--- src/cic_pkg.sv ---
package cic_pkg;

    // datapath widths
    localparam int SAMPLE_W = 5;                // input sample, signed
    localparam int ACC_W    = 13;               // holds the frame sum for DECIM up to 256
    localparam int COEF_W   = 13;               // gain correction coefficient
    localparam int PROD_W   = 48;               // full width of the P output

    // operand widths inside the multiplier, as the DSP48 ports
    localparam int MULT_A_W = 30;
    localparam int MULT_B_W = 18;

    // clocks from multiplier input to p
    // two operand stages, one product stage, one output stage
    localparam int MULT_LATENCY = 4;

    typedef logic signed [SAMPLE_W-1:0] sample_t;   // raw input sample
    typedef logic signed [ACC_W-1:0]    acc_t;      // accumulator and decimated sum
    typedef logic signed [COEF_W-1:0]   coef_t;     // correction coefficient
    typedef logic signed [PROD_W-1:0]   prod_t;     // corrected output

    typedef logic signed [MULT_A_W-1:0] mult_a_t;   // sign extended a operand
    typedef logic signed [MULT_B_W-1:0] mult_b_t;   // sign extended b operand

endpackage

--- src/cic_ctrl_pkg.sv ---
package cic_ctrl_pkg;

    // decimation counter, counts 0 .. DECIM-1
    localparam int CNT_W = 8;

    typedef logic [CNT_W-1:0] cnt_t;

    // output handshake states
    typedef enum logic [1:0] {
        IDLE,               // no request pending, ready to take a product
        REQ_HIGH,           // out_req up, waiting for the consumer to ack
        ACK_WAIT_LOW        // out_req dropped, waiting for out_ack to fall
    } ctrl_state_t;

endpackage

--- src/cic_integrator.sv ---
`timescale 1ns/1ps

module cic_integrator (
    input  logic             clk,
    input  logic             reset,
    input  logic             in_en,         // one-cycle strobe per input sample
    input  cic_pkg::sample_t in_sample,
    output cic_pkg::acc_t    acc            // running sum, wraps modulo 2^13
);

    cic_pkg::acc_t acc_r;
    cic_pkg::acc_t sample_ext;

    // sign extension of the 5-bit sample up to accumulator width
    assign sample_ext = cic_pkg::acc_t'(in_sample);

    // the integrator is free to overflow
    // the comb difference at dump time undoes the wrap exactly
    always_ff @(posedge clk) begin
        if (reset) begin
            acc_r <= '0;                        // start from an empty sum
        end else if (in_en) begin
            acc_r <= acc_r + sample_ext;        // add on the accepting edge
        end
    end

    assign acc = acc_r;

endmodule

--- src/cic_comb.sv ---
`timescale 1ns/1ps

module cic_comb (
    input  logic          clk,
    input  logic          reset,
    input  cic_pkg::acc_t acc,              // integrator output
    input  logic          dump,             // one-cycle pulse after the last sample
    output cic_pkg::acc_t comb_out,         // frame sum, exact for DECIM up to 256
    output logic          comb_valid        // high the cycle after dump
);

    cic_pkg::acc_t prev_acc;                // acc seen at the previous dump
    cic_pkg::acc_t comb_r;
    logic          valid_r;

    // control and the stored value get a reset
    always_ff @(posedge clk) begin
        if (reset) begin
            prev_acc <= '0;                 // matches the cleared integrator
            valid_r  <= 1'b0;
        end else begin
            valid_r <= dump;
            if (dump) begin
                prev_acc <= acc;            // remember for the next frame
            end
        end
    end

    // difference wraps modulo 2^13 like the integrator
    always_ff @(posedge clk) begin
        if (dump) begin
            comb_r <= acc - prev_acc;
        end
    end

    assign comb_out   = comb_r;
    assign comb_valid = valid_r;

    // frames are at least two samples long, so results never come back to back
    a_no_back_to_back : assert property (
        @(posedge clk) disable iff (reset)
        comb_valid |=> !comb_valid
    ) else $error("comb_valid high on two consecutive cycles");

endmodule

--- src/dsp48_cic_M256_N1_R1_iw5_0_corr.sv ---
`timescale 1ns/1ps

// portable model of the DSP48 gain correction multiplier
// AREG=2, BREG=2, MREG=1, PREG=1, so four clocks from a/b to p
module dsp48_cic_M256_N1_R1_iw5_0_corr (
    input  logic           clk,
    input  logic [12:0]    a,               // decimated sum
    input  logic [12:0]    b,               // correction coefficient
    output cic_pkg::prod_t p
);

    cic_pkg::mult_a_t a_s;                  // a widened to the A port
    cic_pkg::mult_b_t b_s;                  // b widened to the B port

    cic_pkg::mult_a_t a1_r;                 // first A stage
    cic_pkg::mult_a_t a2_r;                 // second A stage
    cic_pkg::mult_b_t b1_r;                 // first B stage
    cic_pkg::mult_b_t b2_r;                 // second B stage
    cic_pkg::prod_t   m_r;                  // multiplier register
    cic_pkg::prod_t   p_r;                  // output register

    // replicate the sign bit, as on the primitive ports
    assign a_s = {{17{a[12]}}, a};
    assign b_s = {{5{b[12]}}, b};

    // operand pipeline, two deep on both ports
    always_ff @(posedge clk) begin
        a1_r <= a_s;
        a2_r <= a1_r;
        b1_r <= b_s;
        b2_r <= b1_r;
    end

    // signed 30x18 product fits 48 bits, then the P register
    // no reset here, the primitive runs with all RST pins tied low
    always_ff @(posedge clk) begin
        m_r <= a2_r * b2_r;
        p_r <= m_r;                         // opmode passes M straight to P
    end

    assign p = p_r;

endmodule

--- src/cic_ctrl.sv ---
`timescale 1ns/1ps

module cic_ctrl #(
    parameter int DECIM = 256               // decimation ratio, 2 .. 256
) (
    input  logic           clk,
    input  logic           reset,
    input  logic           in_en,           // sample strobe, same as the integrator's
    output logic           dump,            // one-cycle pulse, frame complete
    input  logic           comb_valid,      // comb result entering the multiplier
    input  cic_pkg::prod_t p,               // multiplier output
    input  logic           out_ack,
    output logic           out_req,
    output cic_pkg::prod_t out_data,
    output logic           overrun          // sticky, a product was dropped
);

    localparam int LAT = cic_pkg::MULT_LATENCY;

    // counter value when the DECIM-th sample is accepted
    localparam cic_ctrl_pkg::cnt_t LAST_CNT = cic_ctrl_pkg::cnt_t'(DECIM - 1);
    localparam cic_ctrl_pkg::cnt_t CNT_ONE  = cic_ctrl_pkg::cnt_t'(1);

    cic_ctrl_pkg::cnt_t        cnt;         // accepted samples in this frame
    logic                      dump_r;
    logic [LAT-1:0]            vld_sr;      // one bit per frame in the multiplier
    logic                      p_valid;     // p holds a fresh product this cycle
    cic_ctrl_pkg::ctrl_state_t state;
    logic                      req_r;
    logic                      ovr_r;
    cic_pkg::prod_t            data_r;

    // decimation count, dump is registered so it lands the cycle after edge t
    always_ff @(posedge clk) begin
        if (reset) begin
            cnt    <= '0;
            dump_r <= 1'b0;
        end else begin
            dump_r <= 1'b0;                 // pulse by default
            if (in_en) begin
                if (cnt == LAST_CNT) begin
                    cnt    <= '0;           // start next frame
                    dump_r <= 1'b1;
                end else begin
                    cnt <= cnt + CNT_ONE;
                end
            end
        end
    end

    assign dump = dump_r;

    // follows comb_valid down the multiplier pipeline
    // several frames may be in flight at once when DECIM is small
    always_ff @(posedge clk) begin
        if (reset) begin
            vld_sr <= '0;
        end else begin
            vld_sr <= {vld_sr[LAT-2:0], comb_valid};
        end
    end

    assign p_valid = vld_sr[LAT-1];         // aligned with p

    // four-phase handshake
    always_ff @(posedge clk) begin
        if (reset) begin
            state <= cic_ctrl_pkg::IDLE;
            req_r <= 1'b0;
            ovr_r <= 1'b0;
        end else begin
            case (state)
                cic_ctrl_pkg::IDLE: begin
                    if (p_valid) begin
                        req_r <= 1'b1;      // data captured on the same edge
                        state <= cic_ctrl_pkg::REQ_HIGH;
                    end
                end
                cic_ctrl_pkg::REQ_HIGH: begin
                    if (out_ack) begin
                        req_r <= 1'b0;      // consumer has the data
                        state <= cic_ctrl_pkg::ACK_WAIT_LOW;
                    end
                end
                cic_ctrl_pkg::ACK_WAIT_LOW: begin
                    if (!out_ack) begin
                        state <= cic_ctrl_pkg::IDLE;    // cycle complete
                    end
                end
                default: begin
                    state <= cic_ctrl_pkg::IDLE;
                    req_r <= 1'b0;
                end
            endcase
            // product with nowhere to go is lost
            if (p_valid && state != cic_ctrl_pkg::IDLE) begin
                ovr_r <= 1'b1;              // held until reset
            end
        end
    end

    // output payload, only loaded when a new request starts
    always_ff @(posedge clk) begin
        if (state == cic_ctrl_pkg::IDLE && p_valid) begin
            data_r <= p;
        end
    end

    assign out_req  = req_r;
    assign out_data = data_r;
    assign overrun  = ovr_r;

    // request is only withdrawn after the consumer acks
    a_req_hold : assert property (
        @(posedge clk) disable iff (reset)
        (out_req && !out_ack) |=> out_req
    ) else $error("out_req dropped without out_ack");

    // payload frozen for the whole request, even when products are dropped
    a_data_stable : assert property (
        @(posedge clk) disable iff (reset)
        (out_req && $past(out_req)) |-> $stable(out_data)
    ) else $error("out_data changed while out_req high");

endmodule

--- src/cic_decim_top.sv ---
`timescale 1ns/1ps

module cic_decim_top #(
    parameter int DECIM = 256               // decimation ratio, 2 .. 256
) (
    input  logic             clk,
    input  logic             reset,
    input  logic             in_en,         // one strobe per sample
    input  cic_pkg::sample_t in_sample,
    input  cic_pkg::coef_t   corr_coef,     // static while running
    input  logic             out_ack,
    output logic             out_req,
    output cic_pkg::prod_t   out_data,
    output logic             overrun
);

    cic_pkg::acc_t  acc;                    // integrator to comb
    logic           dump;                   // frame boundary from control
    cic_pkg::acc_t  comb_out;               // decimated sum
    logic           comb_valid;
    cic_pkg::prod_t p;                      // corrected product

    // integrator
    cic_integrator u_integrator (
        .clk       (clk),
        .reset     (reset),
        .in_en     (in_en),
        .in_sample (in_sample),
        .acc       (acc)
    );

    // comb, runs at the decimated rate
    cic_comb u_comb (
        .clk        (clk),
        .reset      (reset),
        .acc        (acc),
        .dump       (dump),
        .comb_out   (comb_out),
        .comb_valid (comb_valid)
    );

    // gain correction
    dsp48_cic_M256_N1_R1_iw5_0_corr u_corr (
        .clk (clk),
        .a   (comb_out),
        .b   (corr_coef),
        .p   (p)
    );

    // decimation count, latency tracking and output handshake
    cic_ctrl #(
        .DECIM (DECIM)
    ) u_ctrl (
        .clk        (clk),
        .reset      (reset),
        .in_en      (in_en),
        .dump       (dump),
        .comb_valid (comb_valid),
        .p          (p),
        .out_ack    (out_ack),
        .out_req    (out_req),
        .out_data   (out_data),
        .overrun    (overrun)
    );

endmodule

--- config.mk ---
export PLATFORM = sky130hd
export DESIGN_NAME = cic_decim_top
export DESIGN_NICKNAME = d
export VERILOG_FILES = /design/src/cic_pkg.sv /design/src/cic_ctrl_pkg.sv /design/src/cic_integrator.sv /design/src/cic_comb.sv /design/src/dsp48_cic_M256_N1_R1_iw5_0_corr.sv /design/src/cic_ctrl.sv /design/src/cic_decim_top.sv
export SDC_FILE = /design/constraint.sdc
export NUM_CORES = 1
export LEC_CHECK = 0
export BUFFER_PORTS_ARGS = -buffer_cell sky130_fd_sc_hd__buf_2
export CAP_MARGIN = 20
export CORE_MARGIN = 2
export CORE_UTILIZATION = 40
export DETAILED_ROUTE_END_ITERATION = 8
export GPL_TIMING_DRIVEN = 0
export PLACE_DENSITY = 0.55
export SLEW_MARGIN = 10
export SYNTH_ARGS = -nofsm -noshare
export SYNTH_HDL_FRONTEND = slang
export SYNTH_SLANG_ARGS = --single-unit
export TNS_END_PERCENT = 100
--- constraint.sdc ---
create_clock -name clk -period 17.5 [get_ports clk]
set_input_delay 4.375 -clock clk [delete_from_list [all_inputs] [get_ports clk]]
set_output_delay 4.375 -clock clk [all_outputs]
set_load 0.02 [all_outputs]
=== Word level (Yosys, flattened, before mapping) ===
Cells that the tools add are included.

* Logic and storage cells: 45
* Output and inout port bits: 50
* Bits in registers: 253
* Bits of input ports: 22

* Multipliers: 1
* Reductions and logical operators: 7
* Multiplexer cells: 9
* Equality and inequality tests: 6
* Bitwise operators: 2
* $add $sub $neg: 3

{| class="wikitable"
|+ Operator list
! operator !! count
|-
| $mul A13 B13 Y26 || 1
|-
| $add A13 B5 Y13 || 1
|-
| $sub A13 B13 Y13 || 1
|-
| $add A8 B1 Y8 const B || 1
|-
| $eq A8 B8 Y1 const B || 1
|-
| $mux W8 || 1
|-
| $mux W2 || 3
|-
| $pmux W2 S3 || 1
|-
| $reduce_and A3 Y1 || 2
|-
| $ne A2 B2 Y1 const B || 2
|-
| $mux W1 || 3
|-
| $pmux W1 S3 || 1
|-
| $eq A2 B1 Y1 const B || 1
|-
| $eq A2 B2 Y1 const B || 1
|-
| $logic_and A1 B1 Y1 || 2
|-
| $logic_not A2 Y1 || 1
|-
| $ne A2 B1 Y1 const B || 1
|-
| $not A1 Y1 || 2
|-
| $reduce_bool A2 Y1 || 1
|-
| $reduce_or A2 Y1 || 1
|}

=== Logic depth before layout (Yosys ltp) ===
Gate-level depths: netlist (run 1).

* Depth after elaboration: 3
* Gate-level depth with buffers: 23
* Gate-level depth less buffers: 22

=== Modules after synthesis ===
Synthesis (run 1) repeated with hierarchy kept, for this count alone.

* Cells, all modules: 1252
* Area, all modules: 13591.8 um^2

{| class="wikitable"
|+ By module, submodules not included
! module !! sequential area each (um^2) !! cells an instance !! area each (um^2) !! times used
|-
| dsp48_cic_M256_N1_R1_iw5_0_corr || 2082.0 || 853 || 8813.5 || 1
|-
| cic_ctrl || 1781.7 || 114 || 2090.8 || 1
|-
| cic_comb || 670.6 || 160 || 1596.5 || 1
|-
| cic_integrator || 260.2 || 125 || 1091.0 || 1
|}

=== Worst setup path after synthesis (run 1) ===
OpenSTA, ideal clock, no wires.

* Path type: input-to-reg
* Start: input in_sample[1]
* End: register u_integrator.acc_r[11] (netlist: u_integrator.acc[11])
* Cell stages on the path: 9
* Required time: 17.367 ns
* Path buffers: 0
* Setup time: 0.133 ns
* Data arrival time: 6.203 ns
* Slack: 11.164 ns
* Cell sequence: ha_1 a21o_1 a21o_1 a2111oi_4 nor3_1 a2111oi_4 a21oi_1 xnor2_1 o22ai_1

* Word-level cells in the longest chain between the ends: 1

{| class="wikitable"
|+ Ends and longest elaborated chain
! item !! RTL line !! RTL
|-
| start, declared || cic_decim_top.sv:9 || <nowiki>input cic_pkg::sample_t in_sample,</nowiki>
|-
| $add A13 B5 Y13 || cic_integrator.sv:23 || <nowiki>acc_r <= acc_r + sample_ext;</nowiki>
|-
| end signal, assigned || cic_integrator.sv:23 ||
|-
| end, declared || cic_integrator.sv:11 || <nowiki>cic_pkg::acc_t acc_r;</nowiki>
|}

No other way between the ends.
A chain may end at the register's enable or synchronous reset.

=== Worst setup path in the final report (run 1) ===
* Start: register u_corr.a2_r[6]
* End: register u_corr.m_r[46]

* Word-level cells in the longest chain between the ends: 1

{| class="wikitable"
|+ Ends and longest elaborated chain
! item !! RTL line !! RTL
|-
| start, declared || dsp48_cic_M256_N1_R1_iw5_0_corr.sv:16 || <nowiki>cic_pkg::mult_a_t a2_r;</nowiki>
|-
| start signal, assigned || dsp48_cic_M256_N1_R1_iw5_0_corr.sv:29 || <nowiki>a2_r <= a1_r;</nowiki>
|-
| $mul A13 B13 Y26 || dsp48_cic_M256_N1_R1_iw5_0_corr.sv:37 || <nowiki>m_r <= a2_r * b2_r;</nowiki>
|-
| end signal, assigned || dsp48_cic_M256_N1_R1_iw5_0_corr.sv:37 ||
|-
| end, declared || dsp48_cic_M256_N1_R1_iw5_0_corr.sv:19 || <nowiki>cic_pkg::prod_t m_r;</nowiki>
|}

No other way between the ends.

==> results_dict.tcl, run 1 <==
set metrics [dict create \
    status "finished clean" \
    critPathArrivalTime_ns 6.64 \
    slowest_delay_ns 0.57 \
    p_clk_share_pct 22.4 \
    layout-drive-gt1-share_pct 10.69 \
    grt_usage_pct 15.16 \
    drt-initial-drc-count 280 \
    synth_top_area_share_pct 26.63 \
    floorplan.initialDensity_pct 40.51 \
    cp_slowest_cell "clkbuf_1" \
    yosysTopAreaCell "fa_1" \
    vias_per_cell 4.533 \
    yosys-top-cells-count "191 x inv_1, 164 x fa_1, 148 x dfxtp_1" \
    drtPass1Iterations 4 \
    synth_seq_cells 187 \
    power_density_nw_per_um2 132.0 \
    holdWs_ns 0.3162 \
    yosysMostFrequentCell "inv_1" \
    syn_avg_cell_area_um2 10.73 \
    hold_depth 0 \
    htree_levels 4 \
    post-route-period-util_pct 36.06 \
    dr_total_vias 7480 \
    cts_root_buffer "clkbuf_16" \
    die_h_um 179.5 \
    path_cells "clkbuf_1 > nand2_1 > fa_1 > inv_1 > fa_1 > inv_1 > fa_1 > inv_1 > fa_1 > fa_1 > fa_1 > ha_1 > or4_1 > o22ai_2 > o31ai_1 > o31a_1 > a41oi_2 > a21oi_2 > xnor2_1" \
    swShare_pct 37.16 \
    area_delta_synth_final_pct 12.19 \
    worst_setup_path_start_kind "flop" \
    clk_path_buf_depth 2 \
    vdd_drop_max_uv 65.77 \
    dieWidth_um 179.5 \
    antenna_found_initial 0 \
    drt_wl_total_um 22410 \
    maxCapViolCount 0 \
    clkTransAtPathRegs_ns 0.08 \
    overflow 0 \
    place_area_um2 13200 \
    report.final.hold_viol_count 0 \
    fin_cells 1650 \
    cts_buffers 17 \
    num_antenna_cells 0 \
    power_leakage_nw 6.457 \
    finalPower_mw 1.826 \
    ys_types 42 \
    ff_latch_area_um2 4134 \
    synth_ff_type "dfxtp_1" \
    worst_slack_ns 11.19 \
    period_minus_slack_ns 6.310 \
    fmaxAchievable_mhz 158.5 \
    io_buffer_count 71 \
    core_area_um2 30430 \
    grt_pass1_wl_um 39560 \
    fill_cells 2913 \
    clk_latency_ns 0.44 \
    antenna_left 0 \
    intPower_mw 1.147 \
    drc 0 \
    syn_inst 1149 \
    yosysSeqAreaShare_pct 33.54 \
    clock-sinks 187 \
    grt_setup_unrepaired "no" \
    multi_input_area_um2 7192 \
    cpMostUsedCell "fa_1" \
    design_area_um2 13830 \
    avgRoutedWirePerCell_um 13.58 \
    pwr-share-seq_pct 29.9 \
    post-route-util_pct 45.45 \
    path_class "flop to flop" \
    grt_pass1_vias 8135 \
    grt_max_degree 24 \
    dieArea_um2 32240 \
    hp-class "flop to flop" \
    ys_warn_count 0 \
    ios 72 \
    syn_nets 1427 \
    critPathMaxFanout 10 \
    synth.cell_area_um2 12330 \
    synthArstFlopShare_pct 0 \
    post_cts_resized 0 \
    cp-end-kind "flop" \
    slew-limit-headroom_pct 48.45 \
    r2r_cells 19 \
    gp_congestion 0.8169 \
    post_cts_buffers 0 \
    hold_buffers 0 \
    num-nets-final 1519 \
    dp.cells 1618 \
    comb_power_share_pct 47.7 \
    rows 64 \
    power.switching_mw 0.6785 \
    clock_skew_ns 0.01376 \
    tightest_slew_ns 0.7698 \
    synth.area.top_cells "fa_1 27%, dfxtp_1 24%, edfxtp_1 9.5%" \
    cts_tree "done" \
    fin_tns_setup_ns 0 \
    dpl.hpwl_um 17850 \
    synth_edf_count 39 \
    slew_viol_final 0 \
    finalSetupViolCount 0 \
    required_ns 17.83 \
    dp_slack_ns 10.91 \
]
-- cell type report --
cell class,count,share of cell area (%)
multi-input combinational,716,52.00
sequential,187,29.89
inverter,191,5.184
tap,396,3.583
clock buffer,19,3.357
timing repair buffer,73,2.678
buffer,55,2.090
clock inverter,13,1.212
-- final timing paths --
check	slack, ns	end	from
worst max register to register	11.19	u_corr.m_r[46]	u_corr.a2_r[6]
worst min register to register	0.32	u_corr.a2_r[9]	u_corr.a1_r[9]
worst max-delay path	11.19	u_corr.m_r[46]	u_corr.a2_r[6]
worst min-delay path	0.32	u_corr.a2_r[9]	u_corr.a1_r[9]
-- placed cells by master, fill, tap and decap left out, types with 3 or more instances in the layout --
cell	n
inv_1	191
fa_1	164
dfxtp_1	148
nand2_1	100
ha_1	92
buf_2	71
and2_1	67
nor2_1	63
xnor2_1	41
edfxtp_1	39
clkbuf_1	30
a21oi_1	27
mux2i_1	24
buf_4	24
clkbuf_16	18
o21ai_0	17
nand2b_1	16
xor2_1	16
a21o_1	15
nor2b_1	12
o21a_1	8
nand3_1	8
nor3_1	6
a31oi_1	5
nand4_1	4
inv_6	4
a211oi_1	3
o31ai_1	3
o21bai_1	3
and3_1	3
buf_1	3
clkinv_8	3
-- power by group through the flow --
stage	sequential, mW	clock (mW)	combinational, mW
5_1_grt	0.553	0.443	1.02
2_1_floorplan	0.549	0	0.714
4_1_cts	0.547	0.426	0.885
6_report	0.546	0.410	0.870
3_3_place_gp	0.556	0	0.861
3_5_place_dp	0.557	0	0.874
-- kinds of logic after synthesis --
kind of cell    synth area share (%)
simple gates                   10.99
fa+ha+maj                      35.97
buf+inv                        8.161
flops                          33.54
compound gates                 5.339
xor+xnor                       4.050
mux                            1.949
-- state kept, by name, indices dropped and copies added (netlist names) --
name	cells
u_comb.comb_out	13
u_comb.comb_valid	1
u_comb.prev_acc	13
u_corr.a1_r	13
u_corr.a2_r	13
u_corr.b1_r	13
u_corr.b2_r	13
u_corr.m_r	26
u_corr.p	26
u_ctrl.cnt	8
u_ctrl.dump	1
u_ctrl.out_data	26
u_ctrl.out_req	1
u_ctrl.overrun	1
u_ctrl.state	2
u_ctrl.vld_sr	4
u_integrator.acc	13
-- per-layer routing --
layer / global-route usage [%] / up-vias / part of all wire, %
li1: - / 3732 / -
met1: 19.47 / 3648 / 47
met2: 26.21 / 77 / 49
met3: 2.634 / 23 / 2.6
met4: 4.488 / 0 / 1.4
met5: 0 / - / 0
-- worst max-delay path, delay by kind of cell, from the launching register on --
kind	cells	cell delay, ns
buffers and inverters	4	0.73
AO/OA/AOI/OAI	5	1.12
AND/OR/NAND/NOR	2	0.70
XOR/XNOR	1	0.13
adder cells (fa/ha/maj)	7	3.15
flip-flops	1	0.36
Power figures use the tool's default switching activity.
==> inputs of run 2 (changes only) <==
Clock period 17.5 ns to 6 ns, I/O delays scaled along.
==> run 2 against run 1 <==
Global-route usage about the same. Combinational power increased to 3.1 times the previous value. Setup slack got worse by 11 ns. Critical endpoint unchanged.
==> results_dict.tcl, run 2 (synthesis gave the netlist of run 1 again) <==
set metrics [dict create \
    status "finished clean" \
    rows 64 \
    drt_wl_total_um 22440 \
    grt_pass1_wl_um 39630 \
    dieArea_um2 32240 \
    slowest_delay_ns 0.57 \
    avgRoutedWirePerCell_um 13.56 \
    place_area_um2 13200 \
    critPathArrivalTime_ns 6.16 \
    vdd_drop_max_uv 199.2 \
    vias_per_cell 4.546 \
    grt_setup_unrepaired "yes" \
    floorplan.initialDensity_pct 40.51 \
    tightest_slew_ns 0.7698 \
    multi_input_area_um2 7244 \
    clkTransAtPathRegs_ns 0.08 \
    clock-sinks 187 \
    hold_buffers 0 \
    area_delta_synth_final_pct 13.93 \
    slew_viol_final 0 \
    ios 72 \
    drt-initial-drc-count 286 \
    grt_pass1_vias 8147 \
    path_class "flop to flop" \
    grtUsageMet1_pct 19.51 \
    worstReg2RegEnd "u_corr.m_r[46]" \
    cp-end-kind "flop" \
    grtUsageMet2_pct 26.24 \
    reg2reg_slack_ns 0.17 \
    drtPass1Iterations 4 \
    power_density_nw_per_um2 388.0 \
    drc 0 \
    num-nets-final 1524 \
    design_area_um2 14040 \
    num_antenna_cells 0 \
    antenna_found_initial 0 \
    holdWs_ns 0.3163 \
    dieWidth_um 179.5 \
    antenna_left 0 \
    finalPower_mw 5.449 \
    report.final.hold_viol_count 0 \
    path_cells "buf_6 > and2_1 > fa_1 > inv_1 > fa_1 > inv_1 > fa_1 > fa_1 > fa_1 > fa_1 > ha_2 > or4_4 > o22ai_4 > o31ai_4 > o31a_1 > a41oi_2 > a21oi_2 > xnor2_1" \
    post-route-period-util_pct 97.16 \
    r2r_cells 18 \
    slew-limit-headroom_pct 48.45 \
    cpMostUsedCell "fa_1" \
    finalSetupViolCount 0 \
    overflow 0 \
    grt_usage_pct 15.18 \
    endpoint "u_corr.m_r[46]" \
    grt_max_degree 24 \
    clock_skew_ns 0.01343 \
    final_cell_mix "189 x inv_1, 161 x fa_1, 139 x dfxtp_1" \
    critPathMaxFanout 10 \
    die_h_um 179.5 \
    cts_tree "done" \
    startpoint "u_corr.a2_r[4]" \
    core_area_um2 30430 \
    power_leakage_nw 6.542 \
    maxCapViolCount 0 \
    final_common_cell "inv_1" \
    fill_cells 2899 \
    cts_root_buffer "clkbuf_16" \
    required_ns 6.33 \
    htree_levels 4 \
    dr_total_vias 7523 \
    fmaxAchievable_mhz 171.5 \
    io_buffer_count 71 \
    worst_setup_path_start_kind "flop" \
    layout-drive-gt1-share_pct 14.54 \
    r2r-start "u_corr.a2_r[4]" \
    period_minus_slack_ns 5.830 \
    dpl.hpwl_um 17850 \
    hp-class "flop to flop" \
    ff_latch_area_um2 4150 \
    grt_busiest_layer "met2" \
    gp_congestion 0.8169 \
    met3_usage_pct 2.634 \
    cts_buffers 17 \
    cp_slowest_cell "fa_1" \
    post-route-util_pct 46.15 \
    clk_latency_ns 0.44 \
    clk_path_buf_depth 2 \
]
## run 2: cell count changes in the layout (fill, tap and decap cells not counted), moves of 3 or more
cell      previous run  this run
buf_4               24        34
clkbuf_2             0         4
dfxtp_2              0         7
clkbuf_1            30         7
clkbuf_4             0         6
fa_2                 0         3
dfxtp_1            148       139
buf_6                0         7
fa_1               164       161
## run 2: area by class of cell
cell class,count,area share (%)
Buffer,55,2.771
Sequential cell,187,29.55
Clock inverter,13,1.194
Clock buffer,19,3.305
Inverter,191,5.159
Multi-Input combinational cell,716,51.59
Timing Repair Buffer,78,2.904
Tap cell,396,3.528
## run 2: worst min-delay path by stage
stage / from / to / slack [ns] / cells past startpoint
finish: u_corr.a1_r[9] / u_corr.a2_r[9] / 0.32 / 0
global route: u_corr.b1_r[12] / u_corr.b2_r[12] / 0.32 / 0
CTS: u_corr.a1_r[3] / u_corr.a2_r[3] / 0.32 / 0
detailed placement: u_corr.b1_r[10] / u_corr.b2_r[10] / 0.31 / 0
global placement: u_corr.a1_r[4] / u_corr.a2_r[4] / 0.31 / 0
floorplan: u_corr.a1_r[0] / u_corr.a2_r[0] / 0.31 / 0
## run 2: per-stage QoR
step           setup slack [ns]  cells  setup TNS (ns)
4_1_cts                 0.02135   1651               0
3_5_place_dp            -0.2944   1618         -0.5140
3_3_place_gp            -0.2944   1616         -0.5163
6_report                 0.1702   1655               0
5_1_grt                -0.01039   1655        -0.01039
2_1_floorplan            0.4689   1149               0
## run 2: per-layer routing
metal | wire length [um] | up-vias
met5 | 0 | -
met4 | 272 | 0
met3 | 611 | 19
met2 | 11080 | 83
met1 | 10480 | 3677
li1 | - | 3744
## run 2: power by group
group | switching [mW] | total, mW | internal, mW
clock network | 0.557 | 1.19 | 0.637
registers | 0.0573 | 1.59 | 1.54
logic | 1.42 | 2.66 | 1.24
## run 2: worst max-delay path: cells and delay by family (launching register included)
kind	cells	cell delay, ns
and+or+nand+nor	2	0.70
AOI/OAI and AO/OA	5	1.07
DFF	1	0.36
buffers and inverters	3	0.29
xor gates and xnor gates	1	0.13
adders and majority gates	7	3.19
## run 2: what timing repair did
action,in CTS,in global routing
resized for setup,20,90
gates cloned,0,0
setup buffers,1,4
setup endpoints to repair,4,5
pin swaps,2,6
hold endpoints to repair,0,0
